### src/source/issue_arbiter.sv
module issue_arbiter #(
    parameter int QUEUE_LEN = 8
) (
    input  logic [QUEUE_LEN-1:0]          req_vec,
    input  logic [QUEUE_LEN-1:0]          div_vec,
    input  logic                          div_busy,
    output logic                          sel_valid,
    output logic [$clog2(QUEUE_LEN)-1:0]  sel_idx
);

    localparam int IDX_W = $clog2(QUEUE_LEN);

    logic [QUEUE_LEN-1:0] cand;

    assign cand      = req_vec & ~(div_vec & {QUEUE_LEN{div_busy}});
    assign sel_valid = |cand;

    // slot 0 is the oldest, so the lowest index wins
    always_comb begin
        sel_idx = '0;
        for (int i = QUEUE_LEN - 1; i >= 0; i--) begin
            if (cand[i]) begin
                sel_idx = IDX_W'(i);
            end
        end
    end

endmodule

### config.mk
export PLATFORM = sky130hd
export DESIGN_NAME = issue_arbiter
export DESIGN_NICKNAME = d
export VERILOG_FILES = /design/src/source/issue_arbiter.sv
export SDC_FILE = /design/constraint.sdc
export NUM_CORES = 1
export LEC_CHECK = 0
export ABC_CLOCK_PERIOD_IN_PS = 1300
export BUFFER_PORTS_ARGS = -buffer_cell sky130_fd_sc_hd__buf_2
export CAP_MARGIN = 20
export CORE_AREA = 10 10 47 49
export DETAILED_ROUTE_END_ITERATION = 10
export DIE_AREA = 0 0 57 59
export GPL_ROUTABILITY_DRIVEN = 0
export PLACE_DENSITY = 0.49
export SETUP_SLACK_MARGIN = 0.02
export SLEW_MARGIN = 20
export SYNTH_ARGS = -nofsm -noshare
export SYNTH_HDL_FRONTEND = slang
export SYNTH_SLANG_ARGS = --single-unit
### constraint.sdc
create_clock -name vclk -period 1.3
set_input_delay 0.195 -clock vclk [all_inputs]
set_output_delay 0.195 -clock vclk [all_outputs]
set_load 0.005 [all_outputs]
; ---- Word-level counts from Yosys, hierarchy flattened
; Index checks and enable logic that the tools add are counted.
[totals]
ramBits = 0
n_memories = 0
wordCells = 12
inputBits = 17
reg_bits = 0
rom_bits = 0
latch_bits = 0
[op_classes]
eq_ne = 0
n_lt_le_gt_ge = 0
n_reduce_logical = 1
shifts = 0
bitwise = 3
n_div = 0
add_sub_neg = 0
n_mux = 8
n_mul = 0
[op_table]
columns = op, n
row1 = $mux W3, 8
row2 = $and A8 B8 Y8, 2
row3 = $not A8 Y8, 1
row4 = $reduce_or A8 Y1, 1

; ---- Longest topological paths before layout
[depth]
word_depth = 11
mapped_depth = 5
depth_no_buf = 4

; ---- Worst setup path before layout
; No wires, ideal clock.
[synth_path]
kind = input port to output port
startpoint = input port div_busy
endpoint = output port sel_idx[0]
required_time_ns = 1.105
arrival_time_ns = 0.760
slack_ns = 0.345
cell_stages = 4
path_cell_list = buf_6 a21boi_2 o21ai_1 o21ai_1
[synth_between]
elab_chain_cells = 11
[synth_lines]
columns = element, line_no
row1 = "start, declared", 6  ; input logic div_busy,
row2 = $and A8 B8 Y8 *, 15  ; assign cand = req_vec & ~(div_vec & {QUEUE_LEN{div_busy}});
row3 = $not A8 Y8 *, 15
row4 = $and A8 B8 Y8 *, 15
row5 = $mux W3 (7 in a row), 22  ; if (cand[i]) begin
row6 = $mux W3 *, 22
row7 = "end, declared", 8  ; output logic [$clog2(QUEUE_LEN)-1:0] sel_idx
; Mark *: on every way between the ends. The rest lies on a longest branch, timed or not.

; ---- Worst setup path in the final report
[layout_path]
startpoint = input port div_busy
endpoint = output port sel_idx[1]
; The elaborated chain is that of the path after synthesis.

==> impl_metrics.csv <==
group,metric,value,unit
job,cap_violations,0,
finish,diodes,0,
timing,drv_slew,0,
floorplanning,start_util,0.159,
finish,nClkBuffers,0,
global_route,track_usage,0.0453,
synth,yosysWarnings,0,
timing,hold_viol_final,0,
timing,period_minus_slack,1.18,ns
pwr,pwr-share-clk,0,
synth,synthesis.nets,52,
timing,fin_setup_tns,0,ns
timing,hold_slack,0.740,ns
place,portBuffers,21,
outcome,run_status,"finished, final reports clean",
pwr,comb_power_share,1.000,
hold_path,worstHoldPathType,"input pin to primary output",
routing,via_count,311,
synth,yosysUniqueCellTypes,14,
routing,firstDrtPassIters,2,
synth,synth_top_area_share,0.135,
timing,setup_viol,0,
synth,synth_area_leaders,"nand2_1 13%, o221ai_2 13%, nand2b_1 11%, a21boi_2 10%, nor2_1 8.4%",
floorplanning,die_area,3360,um^2
routing,final_antenna_net_count,0,
critical_path,path_delay_family,"compound AO/OA/AOI/OAI gates",
pwr,ir_drop,0.000105,V
synth,synth_seq_area_share,0,
critical_path,critPathArrivalTime,0.99,ns
routing,remaining_drc_errors,0,
finish,stdcell_count,71,
finish,layout-drive-gt1-share,0.527,
synth,yosys.area.top_type,"nand2_1",
synth,yosysMostFrequentCell,"nand2_1",
critical_path,cp_max_fo,11,
finish,fillers,167,
synth,netlist_instances,35,
synth,syn_area,223,um^2
pwr,leakagePower,0.166,nW
pwr,power,0.000107,W
finish,register_area,0,um^2
floorplanning,row_count,14,
floorplanning,die_x,57,um
timing,slew_headroom,0.841,
global_route,first_global_vias,325,
critical_path,path_cells,"clkbuf_4 -> a21boi_2 -> nor2_1 -> a21oi_1 -> buf_2",
pwr,switching_share,0.504,
routing,wirelength,821,um
timing,worstMarginPinSlew,0.239,ns
critical_path,worstPathBufferInverterCount,2,
critical_path,critPathLaunchType,"input pin",
floorplanning,die_y,59,um
finish,n_sequential_cell,0,
place,place_ws,0.0911,ns
clock_tree,postCtsSetupBuffers,0,
pwr,seqPwrFrac,0,
finish,synthToLayoutAreaGrowth,54.5,%
routing,viasPerCell,4.38,
clock_tree,cts-hold-fix-buffers,0,
synth,synth.avg_cell_area,6.36,um^2
routing,routedWlPerCell,11.6,um
timing,fmax,847,MHz
place,dp_cells,71,
pwr,p_switching,0.0000540,W
critical_path,path_class,"input pin to primary output",
critical_path,worst_setup_path_end_kind,"primary output",
global_route,grt_start_max_net_pins,12,
floorplanning,io_pins,21,
timing,finalWorstSetupSlack,0.119,ns
global_route,antenna_found_initial,0,
floorplanning,core,1400,um^2
place,hpwl,750,um
finish,layout.nets,74,
pwr,power.density,311,nW/um^2
global_route,grt_overflow,0,
timing,rsz0062_at_grt,"false",
routing,first_iter_violations,3,
global_route,grt_pass1_wl,1320,um
pwr,power.internal,0.0000531,W
timing,min_period_over_period,0.908,
critical_path,cp_data_required_time,1.11,ns
synth,synth_commonest_cells,"8 x nand2_1, 5 x nor2_1, 4 x nand2b_1",
critical_path,crit_path_max_incr_delay,0.25,ns
critical_path,cp_slowest_cell,"a21boi_2",
## placed cells by master (no fill, tap or decap)
master and count:
a221oi_2 1, o21ai_1 2, o221ai_1 1, nand2_1 8
inv_1 3, clkbuf_4 1, nand3b_1 1, nor4_2 1
nor2_2 2, nand3_1 1, buf_2 20, nand2b_1 4
a21oi_1 3, nor2_1 3, o221ai_2 2, a21boi_2 2
## per-layer routing
| layer | share of wire | GRT usage | up-vias |
|---|---|---|---|
| li1 | - | - | 164 |
| met1 | 0.44 | 0.0542 | 133 |
| met2 | 0.44 | 0.0775 | 14 |
| met3 | 0.12 | 0.0193 | 0 |
| met4 | 0 | 0 | 0 |
| met5 | 0 | 0 | - |
## repair_timing
action | 4_1_cts | 5_1_grt
endpoints found under the hold margin | 0 | 0
endpoints found under the setup margin | 0 | 4
gates resized for setup | 0 | 3
## cell type report
cell class | count | area [um^2] | share of cell area
repair buffers | 21 | 108 | 0.313
inverters | 3 | 11.3 | 0.0327
multi-input cells | 31 | 205 | 0.596
well taps | 16 | 20.0 | 0.0582
## logic make-up (layout without fill, tap and decap cells)
logic type / Yosys count / after routing / synth area share
simple gates: 20 / 20 / 0.444
compound gates: 11 / 11 / 0.455
buf+inv: 4 / 24 / 0.101
## through the flow
step                      utilization  instance area (um^2)
final                           0.246                   344
after global routing            0.246                   344
after CTS                       0.240                   337
after detailed placement        0.240                   337
after global placement          0.240                   337
after floorplan                     -                   223
## worst min-delay path: stages
cell	delay, ns
buf_2	0.10
nand3_1	0.06
o21ai_1	0.07
buf_2	0.12
## path summary, 6_finish.rpt
| path | startpoint | endpoint | slack (ns) | cells after the start |
|---|---|---|---|---|
| max | div_busy | sel_idx[1] | 0.12 | 5 |
| min | req_vec[1] | sel_idx[0] | 0.74 | 4 |
## power by group through the flow
stage	clock network (W)	logic, W	registers, W
after floorplan	0	0.0000598	0
after global placement	0	0.000106	0
after detailed placement	0	0.000106	0
after CTS	0	0.000106	0
after global routing	0	0.000121	0
final	0	0.000107	0
No activity file was read; power rests on OpenSTA's default activity.
