**src/source/mdu_pkg.sv**
```systemverilog
package mdu_pkg;

    typedef logic [31:0] xlen_t;   // data word
    typedef logic [5:0]  preg_t;   // physical register tag
    typedef logic [2:0]  funct3_t;

    // RV32M funct3 encodings, high-half multiplies not supported
    localparam funct3_t F3_MUL  = 3'b000;
    localparam funct3_t F3_DIV  = 3'b100;
    localparam funct3_t F3_DIVU = 3'b101;
    localparam funct3_t F3_REM  = 3'b110;
    localparam funct3_t F3_REMU = 3'b111;

    typedef enum logic [2:0] {
        OP_MUL,
        OP_DIV,
        OP_DIVU,
        OP_REM,
        OP_REMU
    } mdu_op_t;

    typedef enum logic [1:0] {
        DIV_IDLE,
        DIV_RUN,
        DIV_DONE
    } div_state_t;

    // wake sources: external, multiplier, divider
    localparam int WAKE_PORTS = 3;

endpackage

```
**src/source/mdu_execute.sv**
```systemverilog
module mdu_execute import mdu_pkg::*; (
    input  logic     clk,
    input  logic     rst,
    input  logic     flush,
    input  logic     iss_valid,
    input  mdu_op_t  iss_op,
    input  preg_t    iss_prd,
    input  xlen_t    rd_data1,
    input  xlen_t    rd_data2,
    output logic     div_busy,
    output logic     mul_done,
    output preg_t    mul_tag,
    output xlen_t    mul_data,
    output logic     div_done,
    output preg_t    div_tag,
    output xlen_t    div_data
);

    logic        mul_s1_valid;
    preg_t       mul_s1_tag;
    xlen_t       mul_s1_lo;
    logic [15:0] mul_s1_hi;

    div_state_t  div_state;
    logic [4:0]  div_cnt;
    xlen_t       div_quo;   // dividend shifts out, quotient shifts in
    xlen_t       div_rem;
    xlen_t       div_dsr;
    xlen_t       div_dvd;
    logic        div_neg_q;
    logic        div_neg_r;
    logic        div_is_rem;
    logic        div_zero;
    logic        div_ovf;
    logic        div_start;
    logic        div_signed;
    logic [32:0] div_trial;
    xlen_t       quo_fix;
    xlen_t       rem_fix;

    assign div_start  = iss_valid && iss_op != OP_MUL && div_state == DIV_IDLE;
    assign div_signed = iss_op == OP_DIV || iss_op == OP_REM;
    assign div_busy   = div_state != DIV_IDLE;
    assign div_done   = div_state == DIV_DONE;
    assign div_trial  = {div_rem, div_quo[31]} - {1'b0, div_dsr};

    always_ff @(posedge clk) begin
        if (rst || flush) begin
            mul_s1_valid <= 1'b0;
            mul_done     <= 1'b0;
            div_state    <= DIV_IDLE;
        end else begin
            mul_s1_valid <= iss_valid && iss_op == OP_MUL;
            mul_done     <= mul_s1_valid;
            case (div_state)
                DIV_IDLE: div_state <= div_start ? DIV_RUN : DIV_IDLE;
                DIV_RUN:  div_state <= (div_cnt == 5'd31) ? DIV_DONE : DIV_RUN;
                default:  div_state <= DIV_IDLE;
            endcase
        end
    end

    // low 32 bits only: a*b_lo plus the low half of a_lo*b_hi shifted up
    always_ff @(posedge clk) begin
        mul_s1_tag <= iss_prd;
        mul_s1_lo  <= rd_data1 * {16'b0, rd_data2[15:0]};
        mul_s1_hi  <= rd_data1[15:0] * rd_data2[31:16];
        mul_tag    <= mul_s1_tag;
        mul_data   <= mul_s1_lo + {mul_s1_hi, 16'b0};
    end

    always_ff @(posedge clk) begin
        if (div_start) begin
            div_tag    <= iss_prd;
            div_cnt    <= '0;
            div_rem    <= '0;
            div_quo    <= (div_signed && rd_data1[31]) ? -rd_data1 : rd_data1;
            div_dsr    <= (div_signed && rd_data2[31]) ? -rd_data2 : rd_data2;
            div_dvd    <= rd_data1;
            div_neg_q  <= div_signed && (rd_data1[31] ^ rd_data2[31]);
            div_neg_r  <= div_signed && rd_data1[31];  // remainder follows dividend
            div_is_rem <= iss_op == OP_REM || iss_op == OP_REMU;
            div_zero   <= rd_data2 == '0;
            div_ovf    <= div_signed && rd_data1 == 32'h8000_0000 && rd_data2 == '1;
        end else if (div_state == DIV_RUN) begin
            div_cnt <= div_cnt + 5'd1;
            div_quo <= {div_quo[30:0], ~div_trial[32]};
            div_rem <= div_trial[32] ? {div_rem[30:0], div_quo[31]} : div_trial[31:0];
        end
    end

    always_comb begin
        quo_fix = div_neg_q ? -div_quo : div_quo;
        rem_fix = div_neg_r ? -div_rem : div_rem;
        if (div_zero) begin
            quo_fix = '1;
            rem_fix = div_dvd;
        end else if (div_ovf) begin
            quo_fix = div_dvd;
            rem_fix = '0;
        end
        div_data = div_is_rem ? rem_fix : quo_fix;
    end

endmodule

```
**config.mk**
```make
export PLATFORM = sky130hd
export DESIGN_NAME = mdu_execute
export DESIGN_NICKNAME = d
export VERILOG_FILES = /design/src/source/mdu_pkg.sv /design/src/source/mdu_execute.sv
export SDC_FILE = /design/constraint.sdc
export NUM_CORES = 2
export LEC_CHECK = 0
export BUFFER_PORTS_ARGS = -buffer_cell sky130_fd_sc_hd__buf_2
export CAP_MARGIN = 10
export CORE_ASPECT_RATIO = 1.25
export CORE_MARGIN = 2
export CORE_UTILIZATION = 35
export DETAILED_ROUTE_END_ITERATION = 6
export GPL_TIMING_DRIVEN = 0
export PLACE_DENSITY = 0.57
export SETUP_SLACK_MARGIN = 0.15
export SYNTH_ARGS = -nofsm -noshare
export SYNTH_HDL_FRONTEND = slang
export SYNTH_SLANG_ARGS = --single-unit
```
**constraint.sdc**
```tcl
create_clock -name clk -period 9 [get_ports clk]
set_input_delay 1.8 -clock clk [delete_from_list [all_inputs] [get_ports clk]]
set_output_delay 1.8 -clock clk [all_outputs]
set_load 0.02 [all_outputs]
```
Yosys cells after proc, flatten, opt, wreduce, memory -nomap -nowiden. Index checks and enable logic that the tools add are counted.

Output and inout bits: 79. Register bits: 240. Word-level logic and storage cells: 70. Input bits: 77.

Mux-type cells: 15. Multipliers: 2. Reductions and logical operators: 17. Bitwise gates (word level): 2. Eq/ne operators: 8. $add $sub $neg: 7.

Operators by type and width (count): 2-to-1 mux 32 bit (12); negation 32 bit (4); == test 32 bit, second input constant (2); subtractor 33 x 32 -> 33 bit (1); adder 32 bit (1); zero test 32 bit (1); multiplier 32 x 16 -> 32 bit (1); multiplier 16 x 16 -> 16 bit (1); logical AND 1 bit (8); adder 5 x 1 -> 5 bit, second input constant (1); == test 5 bit, second input constant (1); case mux 2 bit (2 select lines) (1); nonzero test 2 bit (2); == test 3 x 1 -> 1 bit, second input constant (1); == test 3 x 2 -> 1 bit, second input constant (1); == test 3 bit, second input constant (1); zero test 3 bit (1); logical OR 1 bit (3); nonzero test 3 bit (1); == test 2 x 1 -> 1 bit, second input constant (1); == test 2 bit, second input constant (1); zero test 2 bit (1); 2-to-1 mux 2 bit (1); 2-to-1 mux 1 bit (1); other kinds (2) (2).

Logic depth before layout (Yosys ltp).
Word-level depth: 5. Gate-level depth with buffers: 25. Depth with buffers taken out: 23.

Worst setup path before layout. Ideal clock, no wire load.

Path type: input to register. Start point: input rd_data2[7]. End point: register mul_s1_lo[21]. Setup time: 0.106 ns. Path buffers: 2. Required time: 8.894 ns. Stages on the path: 23. Arrival: 7.738 ns. Slack: 1.156 ns. Cells stage by stage: clkbuf_1 buf_1 nand2_1 fa_1 inv_1 fa_1 inv_1 fa_1 inv_1 fa_1 fa_1 inv_1 fa_1 inv_1 ha_1 a21o_1 or3_1 o211a_1 o21ai_0 a21oi_1 o21ai_0 or4b_2 o311ai_0.

Word-level cells in the longest chain between the ends: 1.

Ends and longest elaborated chain: start, declared (RTL line mdu_execute.sv:9) `input xlen_t rd_data2,`; multiplier 32 x 16 -> 32 bit (RTL line mdu_execute.sv:66) `mul_s1_lo <= rd_data1 * {16'b0, rd_data2[15:0]};`; end signal, assigned (RTL line mdu_execute.sv:66); end, declared (RTL line mdu_execute.sv:21) `xlen_t mul_s1_lo;`.

Every way passes these cells. A chain may end at the register's enable or synchronous reset.

Final worst setup path.
Start point: input rd_data1[3]. End point: register mul_s1_lo[31].

Word-level cells in the longest chain between the ends: 1.

Ends and longest elaborated chain: start, declared (RTL line mdu_execute.sv:8) `input xlen_t rd_data1,`; multiplier 32 x 16 -> 32 bit (RTL line mdu_execute.sv:66).

Every way passes these cells.

==> metrics.txt <==
worst slew pin tran 1340 ps; DP Worst Slack -1090 ps; hold_ws 326 ps; Clk pin slew, worst setup/hold paths 60 ps; final worst-path cycle share 96.9%; via count 22,800; Top Family by Delay on Critical Path adder cells; initial antenna violation count 18; M3 GR Usage 3.57%; Final WS setup 275 ps; Final Hold Viols 0; post-detailed-route count of antenna-violating nets 0; Hold Path Class flip-flop to flip-flop; CP Cell Sequence buf_2, clkbuf_1, nand2_1, fa_1, inv_1, fa_1, inv_1, fa_1, inv_1, fa_1, fa_1, inv_1, fa_1, inv_1, ha_1, a21o_1, or3_1, o211a_1, a221o_1, a211oi_1, o31ai_1, a21oi_1, xnor2_2; # port buffers 143; final std cells w/o fill 4,481; clock latency on the worst-skew pair 600 ps; TritonRoute pass-1 iters 5; status complete, no violations; WP buf/inv 7; hold_buf cts 0; GRT overflow 0; EDFF count, synth 107; Row Count 116; Synth area leaders fa_1 (27%), edfxtp_1 (11%), dfxtp_1 (9.4%), ha_1 (7.4%), inv_1 (7.3%); Post-Layout Inst Area 0.0315 mm²; cell leakage power 14.4 nW; max frequency 0.115 GHz; CP arrival 9180 ps; Syn Area/Cell 8.80 µm²; nature of the critical path startpoint input pin; Clock Skew 25.7 ps; synth unique cells 67; vias in the first global route 24,000; Sink Count 240; dpl hpwl 77,300 µm; layout cells sized above 1 7.24%; critical path class input pin to flip-flop; Overall Global Routing Usage 23.0%; core area 0.0803 mm²; Slew Viols, Final 0; Worst setup EP type flip-flop; Final nets 4,022; Ports 156; largest net degree at the start of global routing 45; met1 Usage GRT 26.9%; Pwr Total 12.3 mW; CP max stage cell clkbuf_1; GP Congestion 0.944; RSZ-0062 raised after global routing no; Iteration-0 DRC Markers 1,581; pwr/cell area 391 mW/mm²; Die X 259 µm; Max-cap violations 0; clock root buffer clkbuf_16; CP max FO 17; cell mode on critical path fa_1; Layout area overhead 10.8%; Yosys top cell area share 27.2%; fraction of registers with async set or reset after synthesis 0%; Yosys top cell by area fa_1; grt met2 use 39.3%; Final min period 8730 ps; Die ar. 0.0836 mm²; clock buffer depth 3; CTS H-tree depth 1; CTS tree done; Post-Syn Area 0.0284 mm²; DP Area 0.0305 mm²; GR peak layer met2; first-pass GRT wire length 144,000 µm; post-synthesis cell count 3,231; Worst VDD drop 0.463 mV; Residual DRC 0; CP max stage delay 720 ps; final wirelength 94,900 µm; Worst slew margin 9.96%; sequential area share after synthesis 20.7%; Via density 5.09; Die Ht 323 µm; Primary FF master, synth dfxtp_1; Initial Utilization 35.4%; final setup violating endpoints 0; # placed instances 4,437; total CTS buffers 28; syn_nets 3,862; DR WL/cell 21.2 µm; Synth warnings 0; Yosys reg bits 240; required time worst endpoint 9450 ps
## stage by stage
stage	utilization (%)	TNS, ps
global route	39.2	0
CTS	39.2	0
global placement	38.0	-6850
detailed placement	38.0	-6740
floorplan	-	0
finish	39.3	0
## cell usage in the layout (no fill, tap or decap), drive strengths merged, types with 133 or more instances in the layout
| cell | instances |
|---|---|
| ha | 168 |
| fa | 386 |
| and2 | 213 |
| xnor2 | 137 |
| a21oi | 148 |
| inv | 551 |
| dfxtp | 133 |
| buf | 164 |
| nand2 | 469 |
| o21ai | 153 |
| clkbuf | 176 |
## state kept, by name, summed over array words and instances (netlist names), 2 cells and up
| register | cells |
|---|---|
| div_dsr | 32 |
| mul_tag | 6 |
| div_cnt | 5 |
| div_quo | 32 |
| mul_data | 32 |
| mul_s1_lo | 32 |
| div_tag | 6 |
| mul_s1_hi | 16 |
| div_state | 2 |
| mul_s1_tag | 6 |
| div_dvd | 32 |
| div_rem | 32 |
## metal layers
layer,vias up,wire (µm)
met2,792,45200
li1,10500,-
met3,282,6280
met5,-,93
met4,14,7210
met1,11200,36100
## Yosys cell counts (all sizes together) (16+ instances only)
cell type    n
inv        550
nand2      469
fa         386
and2       213
ha         168
clkbuf     158
o21ai      153
a21oi      148
xnor2      137
dfxtp      133
xor2       113
edfxtp     107
nor2        87
o22a        33
nor3        30
o31ai       25
a21o        24
nand3       23
buf         19
mux2i       19
or3         19
nor2b       18
o21a        17
nand4       16
## cell type report
class / count / area (µm²)
antenna: 6 / 15.0
buffer: 160 / 648
clock buffer: 33 / 761
clock inverter: 19 / 175
fill: 8157 / 48800
inverter: 551 / 2070
multi-input combinational: 2263 / 19800
sequential: 240 / 5880
tap: 1062 / 1330
timing repair buffer: 147 / 786
## report_power, final
part | switching, mW | internal (mW)
Combinational | 5.71 | 3.85
Sequential | 0.0902 | 1.52
Clock | 0.489 | 0.663
Total | 6.29 | 6.04
## cells by family (layout without fill, tap and decap cells)
group / Yosys count / count (layout) / share of synthesized area [%]
compound gates: 500 / 500 / 11.0
fa+ha+maj: 554 / 554 / 34.6
mux: 19 / 19 / 0.669
simple gates: 940 / 940 / 15.8
flops: 240 / 240 / 20.7
buf+inv: 728 / 910 / 9.63
xor+xnor: 250 / 250 / 7.70
other cells: 0 / 6 / 0
## worst paths after layout
| path | startpoint | end | slack (ps) | cells past startpoint |
|---|---|---|---|---|
| max | rd_data1[3] | mul_s1_lo[31] | 270 | 23 |
| min | mul_s1_tag[2] | mul_tag[2] | 330 | 0 |
| max reg2reg | div_quo[31] | div_quo[0] | 4700 | 13 |
| min reg2reg | mul_s1_tag[2] | mul_tag[2] | 330 | 0 |
## repair_timing
action                     4_1_cts  5_1_grt
setup endpoints to repair        6        3
resized for setup               13       34
buffers inserted                 2        0
pin swaps                        1        0
(Power assumes the default switching activity.)
