===== src/source/mdu_pkg.sv =====
package mdu_pkg;

    typedef logic [31:0] xlen_t;   // data word
    typedef logic [5:0]  preg_t;   // physical register tag
    typedef logic [2:0]  funct3_t;

    // RV32M funct3 encodings, high-half multiplies not supported
    localparam funct3_t F3_MUL  = 3'b000;
    localparam funct3_t F3_DIV  = 3'b100;
    localparam funct3_t F3_DIVU = 3'b101;
    localparam funct3_t F3_REM  = 3'b110;
    localparam funct3_t F3_REMU = 3'b111;

    typedef enum logic [2:0] {
        OP_MUL,
        OP_DIV,
        OP_DIVU,
        OP_REM,
        OP_REMU
    } mdu_op_t;

    typedef enum logic [1:0] {
        DIV_IDLE,
        DIV_RUN,
        DIV_DONE
    } div_state_t;

    // wake sources: external, multiplier, divider
    localparam int WAKE_PORTS = 3;

endpackage


===== src/source/mdu_decode.sv =====
module mdu_decode import mdu_pkg::*; #(
    parameter int PREG_NUM = 64
) (
    input  logic                    clk,
    input  logic                    rst,
    input  logic                    flush,
    input  logic                    disp_valid,
    input  funct3_t                 disp_funct3,
    input  preg_t                   disp_prs1,
    input  preg_t                   disp_prs2,
    input  preg_t                   disp_prd,
    input  logic                    accept,
    input  logic [WAKE_PORTS-1:0]   wake_valid,
    input  preg_t [WAKE_PORTS-1:0]  wake_tag,
    output logic                    enq_valid,
    output mdu_op_t                 enq_op,
    output preg_t                   enq_prs1,
    output preg_t                   enq_prs2,
    output preg_t                   enq_prd,
    output logic                    enq_rs1_rdy,
    output logic                    enq_rs2_rdy
);

    logic [PREG_NUM-1:0] rdy_tbl;  // one bit per physical register

    assign enq_valid   = disp_valid && accept;
    assign enq_prs1    = disp_prs1;
    assign enq_prs2    = disp_prs2;
    assign enq_prd     = disp_prd;
    // same-cycle wakes are caught by the queue entry itself
    assign enq_rs1_rdy = rdy_tbl[disp_prs1];
    assign enq_rs2_rdy = rdy_tbl[disp_prs2];

    always_comb begin
        case (disp_funct3)
            F3_DIV:  enq_op = OP_DIV;
            F3_DIVU: enq_op = OP_DIVU;
            F3_REM:  enq_op = OP_REM;
            F3_REMU: enq_op = OP_REMU;
            default: enq_op = OP_MUL;
        endcase
    end

    always_ff @(posedge clk) begin
        if (rst || flush) begin
            rdy_tbl <= '1;
        end else begin
            for (int p = 0; p < WAKE_PORTS; p++) begin
                if (wake_valid[p]) begin
                    rdy_tbl[wake_tag[p]] <= 1'b1;
                end
            end
            if (enq_valid) begin
                rdy_tbl[disp_prd] <= 1'b0;  // new producer wins over a stale wake
            end
        end
    end

endmodule


===== config.mk =====
export PLATFORM = sky130hd
export DESIGN_NAME = mdu_decode
export DESIGN_NICKNAME = d
export VERILOG_FILES = /design/src/source/mdu_pkg.sv /design/src/source/mdu_decode.sv
export SDC_FILE = /design/constraint.sdc
export NUM_CORES = 1
export LEC_CHECK = 0
export BUFFER_PORTS_ARGS = -buffer_cell sky130_fd_sc_hd__buf_4
export CORE_ASPECT_RATIO = 2
export CORE_MARGIN = 2
export CORE_UTILIZATION = 58
export CTS_BUF_LIST = sky130_fd_sc_hd__clkbuf_16
export CTS_CLUSTER_DIAMETER = 30
export DETAILED_ROUTE_END_ITERATION = 7
export PLACE_DENSITY = 0.88
export REMOVE_ABC_BUFFERS = 1
export SYNTH_ARGS = -nofsm -noshare
export SYNTH_HDL_FRONTEND = slang
export SYNTH_SLANG_ARGS = --single-unit

===== constraint.sdc =====
create_clock -name clk -period 2.3 [get_ports clk]
set_input_delay 0.345 -clock clk [delete_from_list [all_inputs] [get_ports clk]]
set_output_delay 0.345 -clock clk [all_outputs]
set_load 0.05 [all_outputs]

* Yosys cells after proc, flatten, opt, wreduce, memory -nomap -nowiden
Cells that the tools add are included.
** Word-level totals
- Register bits after elaboration :: 64
- Input port bits :: 47
- Output and inout port bits :: 24
- Word-level logic and storage cells :: 46
** Operators by class
- Magnitude comparators :: 10
- Equality and inequality tests :: 4
- Mux-type cells :: 20
- Bitwise operators :: 5
- Reductions and logical operators :: 6
** Operator list (number)
- 64-bit two-way mux :: 7
- 64-bit OR :: 3
- 64-bit AND :: 1
- 64-bit NOT :: 1
- 6-bit by 7-bit < comparator with 1-bit output (second input constant) :: 6
- 1-bit demux with 6-bit select :: 4
- 6-bit by 1-bit greater-or-equal comparator with 1-bit output (second input constant) :: 4
- 1-bit binary-select mux with 6-bit select :: 2
- 3-bit equality test (second input constant) :: 4
- 3-bit case mux with 4 select lines :: 1
- 1-bit two-way mux :: 6
- 1-bit logical AND :: 5
- 1-bit logical OR :: 1

* Longest topological paths before layout
Gate-level depths: netlist of run 1.
- Depth after elaboration :: 15
- Gate-level depth with buffers :: 7
- Depth with buffers taken out :: 5

* Least setup slack after synthesis of run 1
Ideal clock, no wire load.
- Path kind :: input-to-output
- Start :: in disp_prs2[1]
- End :: out enq_rs2_rdy
- Arrival time :: 2.471 ns
- Data required time :: 1.955 ns
- Setup slack :: -0.516 ns
- Cell stages on the path :: 6
- Path buffers :: 1
- Path through :: buf_2 mux4_2 nor2_1 nor4b_1 a31oi_1 a311oi_1
** Between the ends
- Cells in the longest elaborated chain, start to end :: 2
** Ends and longest elaborated chain
- start, declared :: RTL line mdu_decode.sv:10 : input preg_t disp_prs2,
- 1-bit binary-select mux with 6-bit select :: RTL line mdu_decode.sv:32 : assign enq_rs2_rdy = rdy_tbl[disp_prs2];
- 1-bit two-way mux (not written as such) :: RTL line mdu_decode.sv:32
- end, declared :: RTL line mdu_decode.sv:21 : output logic enq_rs2_rdy
Every way passes these cells. The select of a mux whose other input is x is not followed.

* Worst setup path after layout of run 1
- Start :: reg rdy_tbl[62]
- End :: out enq_rs1_rdy
** Between the ends
- Cells in the longest elaborated chain, start to end :: 2
** Ends and longest elaborated chain
- start, declared :: RTL line mdu_decode.sv:24 : logic [PREG_NUM-1:0] rdy_tbl;
- start signal, assigned :: RTL line mdu_decode.sv:46 : rdy_tbl <= '1;
- start signal, assigned by index :: RTL line mdu_decode.sv:50 : rdy_tbl[wake_tag[p]] <= 1'b1;
- start signal, assigned by index :: RTL line mdu_decode.sv:54 : rdy_tbl[disp_prd] <= 1'b0;
- 1-bit binary-select mux with 6-bit select :: RTL line mdu_decode.sv:31 : assign enq_rs1_rdy = rdy_tbl[disp_prs1];
- 1-bit two-way mux (not written as such) :: RTL line mdu_decode.sv:31
- end, declared :: RTL line mdu_decode.sv:20 : output logic enq_rs1_rdy,
Every way passes these cells. The select of a mux whose other input is x is not followed.

==> impl_metrics.ini, run 1 <==
[outcome]
outcome = finished with violations
violations = design-rule violations, negative setup slack

[routing]
wl_um = 21700
ant_nets = 0
drc_errors = 4
post_drt_wl_per_cell_um = 29.4
dr.pass1.iters = 8
route.vias.total = 5647
drt_iter0_markers = 757
viasPerCell = 7.65

[layout]
final_nets = 682
antennaDiodeCount = 0
fill_cells = 685
regMostFlops = rdy_tbl
final_cell_mix = buf_4, nor2_1, o22ai_1
final_area_um2 = 5710
regArea_um2 = 1300
reg.largest.list = rdy_tbl: 64 flops
final_util = 0.699
area_delta_synth_final_pct = 18.4
largest_reg_flops = 64
multi_input_area_um2 = 3240
drive_gt1_frac = 0.269
layout_commonest_cell = buf_4

[clocking]
clock_latency_ns = 0.34
cts_tree = yes
ctsHoldBuffers = 0
clock-sinks = 64
htreeDepth = 3
clk_pin_slew_ns = 0.06
root_buffer = clkbuf_16
cts_buffers = 9
clockBufferDepth = 2

[logic_synthesis]
async_reset_ff_frac = 0
synth_compound_area_frac = 0.270
synth.area.mux_share = 0.163
ys_ff_latch = 64
synthCells = 596
syn_area_um2 = 4830
synth_area_leaders = dfxtp_1, mux4_2, a211oi_1
yosysTopAreaCellShare = 0.265
synthSimpleGateAreaFrac = 0.226
yosys.area.top_type = dfxtp_1
synth_enable_flop_cells = 0
synth_area_per_cell_um2 = 8.10
yosys_warnings = 0
synth_xor_area_frac = 0.00181
synth_adder_area_share = 0
synth_top_family_by_area = compound AO/OA/AOI/OAI gates
ys_types = 46
synth_ff_type = dfxtp_1
seq_area_frac_synth = 0.265

[pwr]
p_switching_w = 0.000930
power_density_nw_per_um2 = 556
p_seq_frac = 0.350
p_comb_frac = 0.180
internal_power_w = 0.00225
power.leakage_nw = 1.89
clock_power_share = 0.470
power.total_w = 0.00318
peakVddDrop_uv = 541
swShare = 0.293

[timing]
slew_headroom = 0.552
setup_viol = 2
setup_ws_ns = -0.163
rsz0062_at_grt = yes
drv_slew = 0
fmax_mhz = 406
clock_skew_ns = 0
worst_slew_pin_slew_ns = 0.668
hold_violations = 0
min_period_ns = 2.46
post-route-period-util = 1.07

[floorplan]
rows = 47
core-area_um2 = 8170
die_width_um = 68.5
fp.dieArea_um2 = 9110
start_util = 0.590
io-pin-count = 71
fp.dieH_um = 133

[global_route]
grt_pass1_vias = 5588
use_met2 = 0.759
met3_usage = 0.213
use_met1 = 0.521
grt_overflow = 0
grt_usage = 0.506
top_usage_layer = met2
antenna_found_initial = 0
grt_pass1_wl_um = 32700
grt_start_max_net_pins = 65

[critical_path]
cp-end-kind = output port
start_kind = register
path_class = register to output port
r2r_cells = 4
crit_required_ns = 1.96
timing.rr.end = rdy_tbl[36]
cp_max_fo = 3
r2r_slack_ns = 1.21
r2r_start = rdy_tbl[36]
cp_data_arrival_time_ns = 2.12

[place]
dp_hpwl_um = 15700
port-buffer-count = 70
gp_congestion = 1.12
placed_area_um2 = 5300

[worst_hold_path]
whs_path_depth = 3
hold_class = primary input to register
min_to = rdy_tbl[38]
min_from = wake_tag[8]

[run]
drv_cap = 0
==> layout make-up <==
cell class | instances | share of cell area
Clock buffer | 9 | 0.0394
Multi-Input combinational cell | 460 | 0.567
Timing Repair Buffer | 94 | 0.125
Tap cell | 98 | 0.0215
Sequential cell | 64 | 0.227
Inverter | 6 | 0.00394
Clock inverter | 7 | 0.0166
==> routing by layer <==
| metal | part of all wire | up-vias |
|---|---|---|
| met5 | 0 | - |
| met2 | 0.47 | 531 |
| met1 | 0.31 | 2576 |
| met3 | 0.12 | 173 |
| met4 | 0.11 | 0 |
| li1 | - | 2367 |
==> how the worst max path moves through the flow <==
stage	slack (ns)	endpoint	start
after floorplan	-0.33	enq_rs2_rdy	disp_prs2[1]
after global placement	-0.02	enq_rs1_rdy	disp_prs1[0]
after detailed placement	-0.06	enq_rs1_rdy	disp_prs1[0]
after CTS	-0.12	enq_rs1_rdy	rdy_tbl[45]
after global routing	-0.18	enq_rs1_rdy	rdy_tbl[45]
final	-0.16	enq_rs1_rdy	rdy_tbl[62]
==> cell families after synthesis <==
kind of cell / Yosys count
AND/OR/NAND/NOR: 214
AO/OA/AOI/OAI: 206
buffers and inverters: 72
flip-flops: 64
multiplexers: 39
XOR/XNOR: 1
==> critical path, cell delays in order, from the launching register on <==
cell	delay, ns
dfxtp_1	0.35
mux4_2	0.47
mux4_2	0.54
nor2b_2	0.16
o32ai_2	0.09
buf_6	0.17
==> cell usage after synthesis, types with 4 or more instances <==
library cell  instances
nor3_1                4
a21oi_1               9
a211oi_1             54
buf_4                22
nor4_1                4
mux2i_1               5
nor2_1               87
o21ai_1              16
nor2b_1              13
o32ai_1               5
a2111oi_0             4
or2_2                 6
a311oi_1              5
clkbuf_1             38
nand4_1               4
nand2_1              29
dfxtp_1              64
mux4_2               30
o21ai_0              50
inv_1                 5
o22ai_1              60
or3_1                 4
buf_2                 4
nand3_1              15
nand3b_1             18
and2_1                8
==> per-stage QoR <==
stage | cells | TNS, ns | hold WS (ns) | setup WS, ns
global route | 738 | -0.286 | 0.378 | -0.180
floorplan | 530 | -0.523 | 0.476 | -0.327
global placement | 719 | -0.0284 | 0.515 | -0.0219
CTS | 738 | -0.153 | 0.347 | -0.119
detailed placement | 719 | -0.0647 | 0.541 | -0.0647
finish | 738 | -0.220 | 0.348 | -0.163
==> power groups by stage <==
stage	combinational [W]	clock, W	sequential (W)
floorplan	0.000194	0	0.00114
global placement	0.000533	0	0.00114
detailed placement	0.000540	0	0.00114
CTS	0.000544	0.00149	0.00111
global route	0.000597	0.00153	0.00111
finish	0.000573	0.00149	0.00111
==> repair_timing <==
item / in CTS / in global routing
setup buffers: 3 / 0
resized for setup: 13 / 13
pin swaps: 2 / 1
endpoints found under the setup margin: 2 / 2
Power figures use the tool's default switching activity.
==> run 2, diff against run 1 <==
Settings changed: ABC_AREA from default to 1, CAP_MARGIN from default to 0, CORE_UTILIZATION 58 to 59.
==> run 2 against run 1 <==
  * The flow now finishes without violations
  * Clock skew did not move
  * Power rose by 2.4%
  * Via count rose by 20%
  * Largest power group unchanged
  * Synthesized cell count rose by 49%
  * Register-to-register slack barely moved
  * Critical endpoint is now enq_rs2_rdy
  * Combinational power rose by 18%
  * Critical path type is now primary input to output port
  * Core utilization fell by 0.66 points
  * Sequential share of layout area fell by 1.3 points
  * Non-clock buffer count fell by 18
  * First-iteration DRC count fell by 2.4%
  * Sequential cell count did not move
==> impl_metrics.ini, run 2 <==
[timing]
drv_slew = 0
min_period_ns = 2.06
worst_slew_pin_slew_ns = 0.575
setup_viol = 0
fmax_mhz = 486
clock_skew_ns = 0
hold_violations = 0
slew_headroom = 0.615
whs_ns = 0.373
post-route-period-util = 0.894
rsz0062_at_grt = no

[global_route]
grt_pass1_wl_um = 31700
use_met2 = 0.721
grt_start_max_net_pins = 65
grt_overflow = 0
grt_pass1_vias = 6342
grt_usage = 0.424
met3_usage = 0.0885
use_met1 = 0.453
antenna_found_initial = 0
top_usage_layer = met2

[floorplan]
fp.dieArea_um2 = 9690
fp.dieH_um = 137
die_width_um = 70.6
start_util = 0.605
core-area_um2 = 8650
rows = 48
io-pin-count = 71

[worst_hold_path]
min_from = disp_prd[4]
hold_class = primary input to register
min_to = rdy_tbl[32]
whs_path_depth = 5

[layout]
antennaDiodeCount = 0
drive_gt1_frac = 0.131
layout_commonest_cell = nand2_1
reg.largest.list = rdy_tbl: 64 flops
largest_reg_flops = 64
final_area_um2 = 5990
regMostFlops = rdy_tbl
area_delta_synth_final_pct = 14.4
fill_cells = 827
final_nets = 970
final_cell_mix = nand2_1, nand3_1, buf_4
final_util = 0.692

[pwr]
swShare = 0.310
p_seq_frac = 0.342
internal_power_w = 0.00225
power.leakage_nw = 2.73
clock_power_share = 0.450
power_density_nw_per_um2 = 543
power.total_w = 0.00325
p_switching_w = 0.00101
peakVddDrop_uv = 406
p_comb_frac = 0.208

[critical_path]
path_class = primary input to output port
r2r_slack_ns = 1.20
slowest_stage = inv_1
cp_data_arrival_time_ns = 1.71
crit_path_max_incr_delay_ns = 0.40
r2r_start = rdy_tbl[10]
cp-end-kind = output port
r2r_cells = 5
cp_max_fo = 18
crit_required_ns = 1.96
path_common_cell = nand3_1
timing.rr.end = rdy_tbl[10]
worstPathCellList = buf_4, inv_1, nand3_1, nand3_1, nand2_1, nand2_1, nand3_1, nand3_1, nand2_1, buf_4
crit_buf_inv = 3
crit_family = buffers and inverters
start_kind = primary input

[logic_synthesis]
syn_area_um2 = 5240
yosys.area.top_type = dfxtp_1
ys_ff_latch = 64
synth_area_per_cell_um2 = 5.91
yosys_warnings = 0
synth_ff_type = dfxtp_1
ys_types = 28
async_reset_ff_frac = 0
synth_common_cells = nand2_1, nand3_1, nor2_1, dfxtp_1, o21ai_0
yosysMostFrequentCell = nand2_1
synth_enable_flop_cells = 0
yosysTopAreaCellShare = 0.245
synth_area_leaders = dfxtp_1, nand2_1, nand3_1
synthCells = 886
seq_area_frac_synth = 0.245

[clocking]
cts_buffers = 9
htreeDepth = 3
postCtsSetupRepairBufs = 0
cts_tree = yes
root_buffer = clkbuf_16
clock-sinks = 64
ctsHoldBuffers = 0
clk_pin_slew_ns = 0.05
ctsResizeCount = 0
clockBufferDepth = 2
clock_latency_ns = 0.34

[place]
placed_area_um2 = 5680
gp_congestion = 1.04
port-buffer-count = 70
dp_hpwl_um = 15000

[routing]
drt_iter0_markers = 739
dr.pass1.iters = 8
drc_errors = 0
route.vias.total = 6784
wl_um = 20300
ant_nets = 0
viasPerCell = 6.60
post_drt_wl_per_cell_um = 19.7

[outcome]
outcome = complete, no violations

[run]
drv_cap = 0
run 2: cell count changes in the layout (fill, tap and decap cells not counted), moves of 28 or more:
cell / before / now
nand2_1: 29 / 263
nand3_1: 15 / 157
o22ai_1: 60 / 5
a211oi_1: 54 / 0
inv_1: 5 / 52
mux4_2: 31 / 0
a21oi_1: 8 / 36
run 2: worst max-delay path by stage:
stage                       end         start  cells after the start
floorplan           rdy_tbl[26]           rst                      2
global placement    enq_rs2_rdy  disp_prs2[1]                     10
detailed placement  enq_rs2_rdy  disp_prs2[1]                     10
CTS                 enq_rs2_rdy  disp_prs2[1]                     10
global route        enq_rs2_rdy  disp_prs2[1]                     10
finish              enq_rs2_rdy  disp_prs2[1]                     10
run 2: kinds of logic after synthesis:
family / Yosys count / synth area share
and+or+nand+nor: 525 / 0.445
AOI/OAI and AO/OA: 182 / 0.206
DFF: 64 / 0.245
buffers and inverters: 115 / 0.104
run 2: power by group through the flow:
stage / combinational [W] / clock, W / sequential (W)
after global routing: 0.000726 / 0.00149 / 0.00111
after floorplan: 0.000309 / 0 / 0.00114
after CTS: 0.000659 / 0.00144 / 0.00111
after global placement: 0.000651 / 0 / 0.00114
after detailed placement: 0.000657 / 0 / 0.00114
final: 0.000676 / 0.00146 / 0.00111
run 2: area by class of cell:
type                            count  area (µm²)  share of cell area
Clock buffer                        9         225              0.0376
Clock inverter                      7        86.3              0.0144
Inverter                           65         244              0.0408
Multi-Input combinational cell    707        3420               0.571
Sequential cell                    64        1280               0.214
Tap cell                          100         125              0.0209
Timing Repair Buffer               76         608               0.102
run 2: worst min-delay path, cell delays in order:
cell and delay (ns):
buf_4 0.12, nor4_4 0.07, nand2_1 0.05, nand2_1 0.05
nand2_1 0.04
run 2: routing by layer:
layer  wire, µm  vias to the layer above
li1           -                     3071
met1       6590                     2961
met2       9580                      564
met3       2260                      188
met4       1860                        0
met5          0                        -
run 2: metrics by stage:
| step | cells | TNS [ns] | setup slack [ns] |
|---|---|---|---|
| 2_1_floorplan | 836 | -15.41 | -0.418 |
| 3_3_place_gp | 1012 | 0 | 0.279 |
| 3_5_place_dp | 1012 | 0 | 0.283 |
| 4_1_cts | 1028 | 0 | 0.281 |
| 5_1_grt | 1028 | 0 | 0.100 |
| 6_report | 1028 | 0 | 0.244 |
==> run 3, diff against run 2 <==
Settings changed: CORE_UTILIZATION 59 to 60, CTS_BUF_LIST sky130_fd_sc_hd__clkbuf_16 to sky130_fd_sc_hd__clkbuf_8, PLACE_DENSITY 0.88 to 0.9.
==> run 3 against run 2 <==
  * Worst setup slack better by 0.060 ns
  * Fmax grew 3.0%
  * Non-clock buffer count increased by 2
  * Final area is 0.71% lower
  * Via count about the same
  * Sequential power about the same
  * Register-to-register slack worse by 0.11 ns
  * Core utilization rose by 0.48 points
==> impl_metrics.ini, run 3 (synthesized netlist as in run 2, its figures left out) <==
[outcome]
outcome = complete, no violations

[routing]
route.vias.total = 6779
viasPerCell = 6.58
drt_iter0_markers = 922
wl_um = 20100
dr.pass1.iters = 7
post_drt_wl_per_cell_um = 19.5
drc_errors = 0
ant_nets = 0

[clocking]
ctsResizeCount = 0
postCtsSetupRepairBufs = 0
clockBufferDepth = 2
clock_latency_ns = 0.37
htreeDepth = 3
root_buffer = clkbuf_8
cts_tree = yes
clk_pin_slew_ns = 0.08
clock-sinks = 64
ctsHoldBuffers = 0
cts_buffers = 9

[global_route]
grt_usage = 0.435
met3_usage = 0.0793
grt_start_max_net_pins = 65
use_met1 = 0.489
top_usage_layer = met2
antenna_found_initial = 0
grt_pass1_vias = 6220
grt_overflow = 0
use_met2 = 0.729
grt_pass1_wl_um = 32100

[critical_path]
cp-end-kind = output port
r2r_cells = 5
worstPathCellList = nand2_1, nand3_1, nand3_1, nand2_1, nand2_1, nand3_1, nand3_1, nand2_1, buf_4
crit_path_max_incr_delay_ns = 0.44
cp_max_fo = 3
cp_data_arrival_time_ns = 1.65
path_class = register to output port
start_kind = register
crit_required_ns = 1.96
slowest_stage = dfxtp_1

[floorplan]
die_width_um = 70.1
fp.dieH_um = 136
fp.dieArea_um2 = 9530
rows = 48
core-area_um2 = 8530
io-pin-count = 71
start_util = 0.614

[pwr]
power.total_w = 0.00311
peakVddDrop_uv = 439
power_density_nw_per_um2 = 524
power.leakage_nw = 2.71

[layout]
antennaDiodeCount = 0
final_cell_mix = nand2_1, nand3_1, buf_4
final_area_um2 = 5940
reg.largest.list = rdy_tbl: 64 flops
final_nets = 972
layout_commonest_cell = nand2_1
fin_cells = 1030
largest_reg_flops = 64
regMostFlops = rdy_tbl
area_delta_synth_final_pct = 13.6
fill_cells = 812
drive_gt1_frac = 0.134

[timing]
clock_skew_ns = 0
drv_slew = 0
whs_ns = 0.337
setup_viol = 0
worst_slew_pin_slew_ns = 0.708
slew_headroom = 0.528
fmax_mhz = 501
hold_violations = 0
post-route-period-util = 0.868
rsz0062_at_grt = no
setup_ws_ns = 0.304
min_period_ns = 2.00

[place]
dp_cells = 1014
port-buffer-count = 70
placed_area_um2 = 5680
gp_congestion = 1.06
dp_hpwl_um = 14700
dp_slack_ns = 0.367

[run]
drv_cap = 0

[worst_hold_path]
whs_path_depth = 5
hold_class = primary input to register
-- run 3: cell types whose count changed in the layout (fill, tap and decap cells not counted), moves of 2 or more --
cell	before	now
clkbuf_8	0	9
clkinv_2	3	1
buf_4	73	76
bufinv_16	2	4
clkbuf_16	9	0
-- run 3: path summary, 6_finish.rpt --
check / start / end / slack, ns
max: rdy_tbl[49] / enq_rs2_rdy / 0.30
min: disp_prd[4] / rdy_tbl[36] / 0.34
max reg2reg: rdy_tbl[42] / rdy_tbl[42] / 1.09
min reg2reg: rdy_tbl[37] / rdy_tbl[37] / 0.58
-- run 3: cell type report --
class,count,area (µm²),area share
multi-input cells,707,3420,0.575
flip-flops and latches,64,1280,0.216
repair buffers,78,611,0.103
inverters,65,244,0.0410
clock inverters,7,143,0.0240
well taps,100,125,0.0210
clock buffers,9,124,0.0208
-- run 3: critical path: cells and delay by family (launching register included) --
kind	cells	cell delay [ns]
buffers and inverters	1	0.19
AND/OR/NAND/NOR	8	0.66
flip-flops	1	0.44
-- run 3: metrics by stage --
stage,TNS (ns),util
final,0,0.697
after detailed placement,0,0.666
after floorplan,-15.41,-
after CTS,0,0.697
after global placement,0,0.666
after global routing,0,0.697
-- run 3: report_power, final --
part	switching (W)	leakage (nW)	internal (W)
combinational	0.000481	2.06	0.000196
sequential	0.00000202	0.518	0.00111
clock	0.000494	0.134	0.000833
total	0.000977	2.71	0.00214
-- run 3: layer usage --
layer / routed length [µm] / up-vias
li1: - / 3072
met1: 6380 / 2952
met2: 9370 / 584
met3: 2520 / 171
met4: 1850 / 0
met5: 0 / -
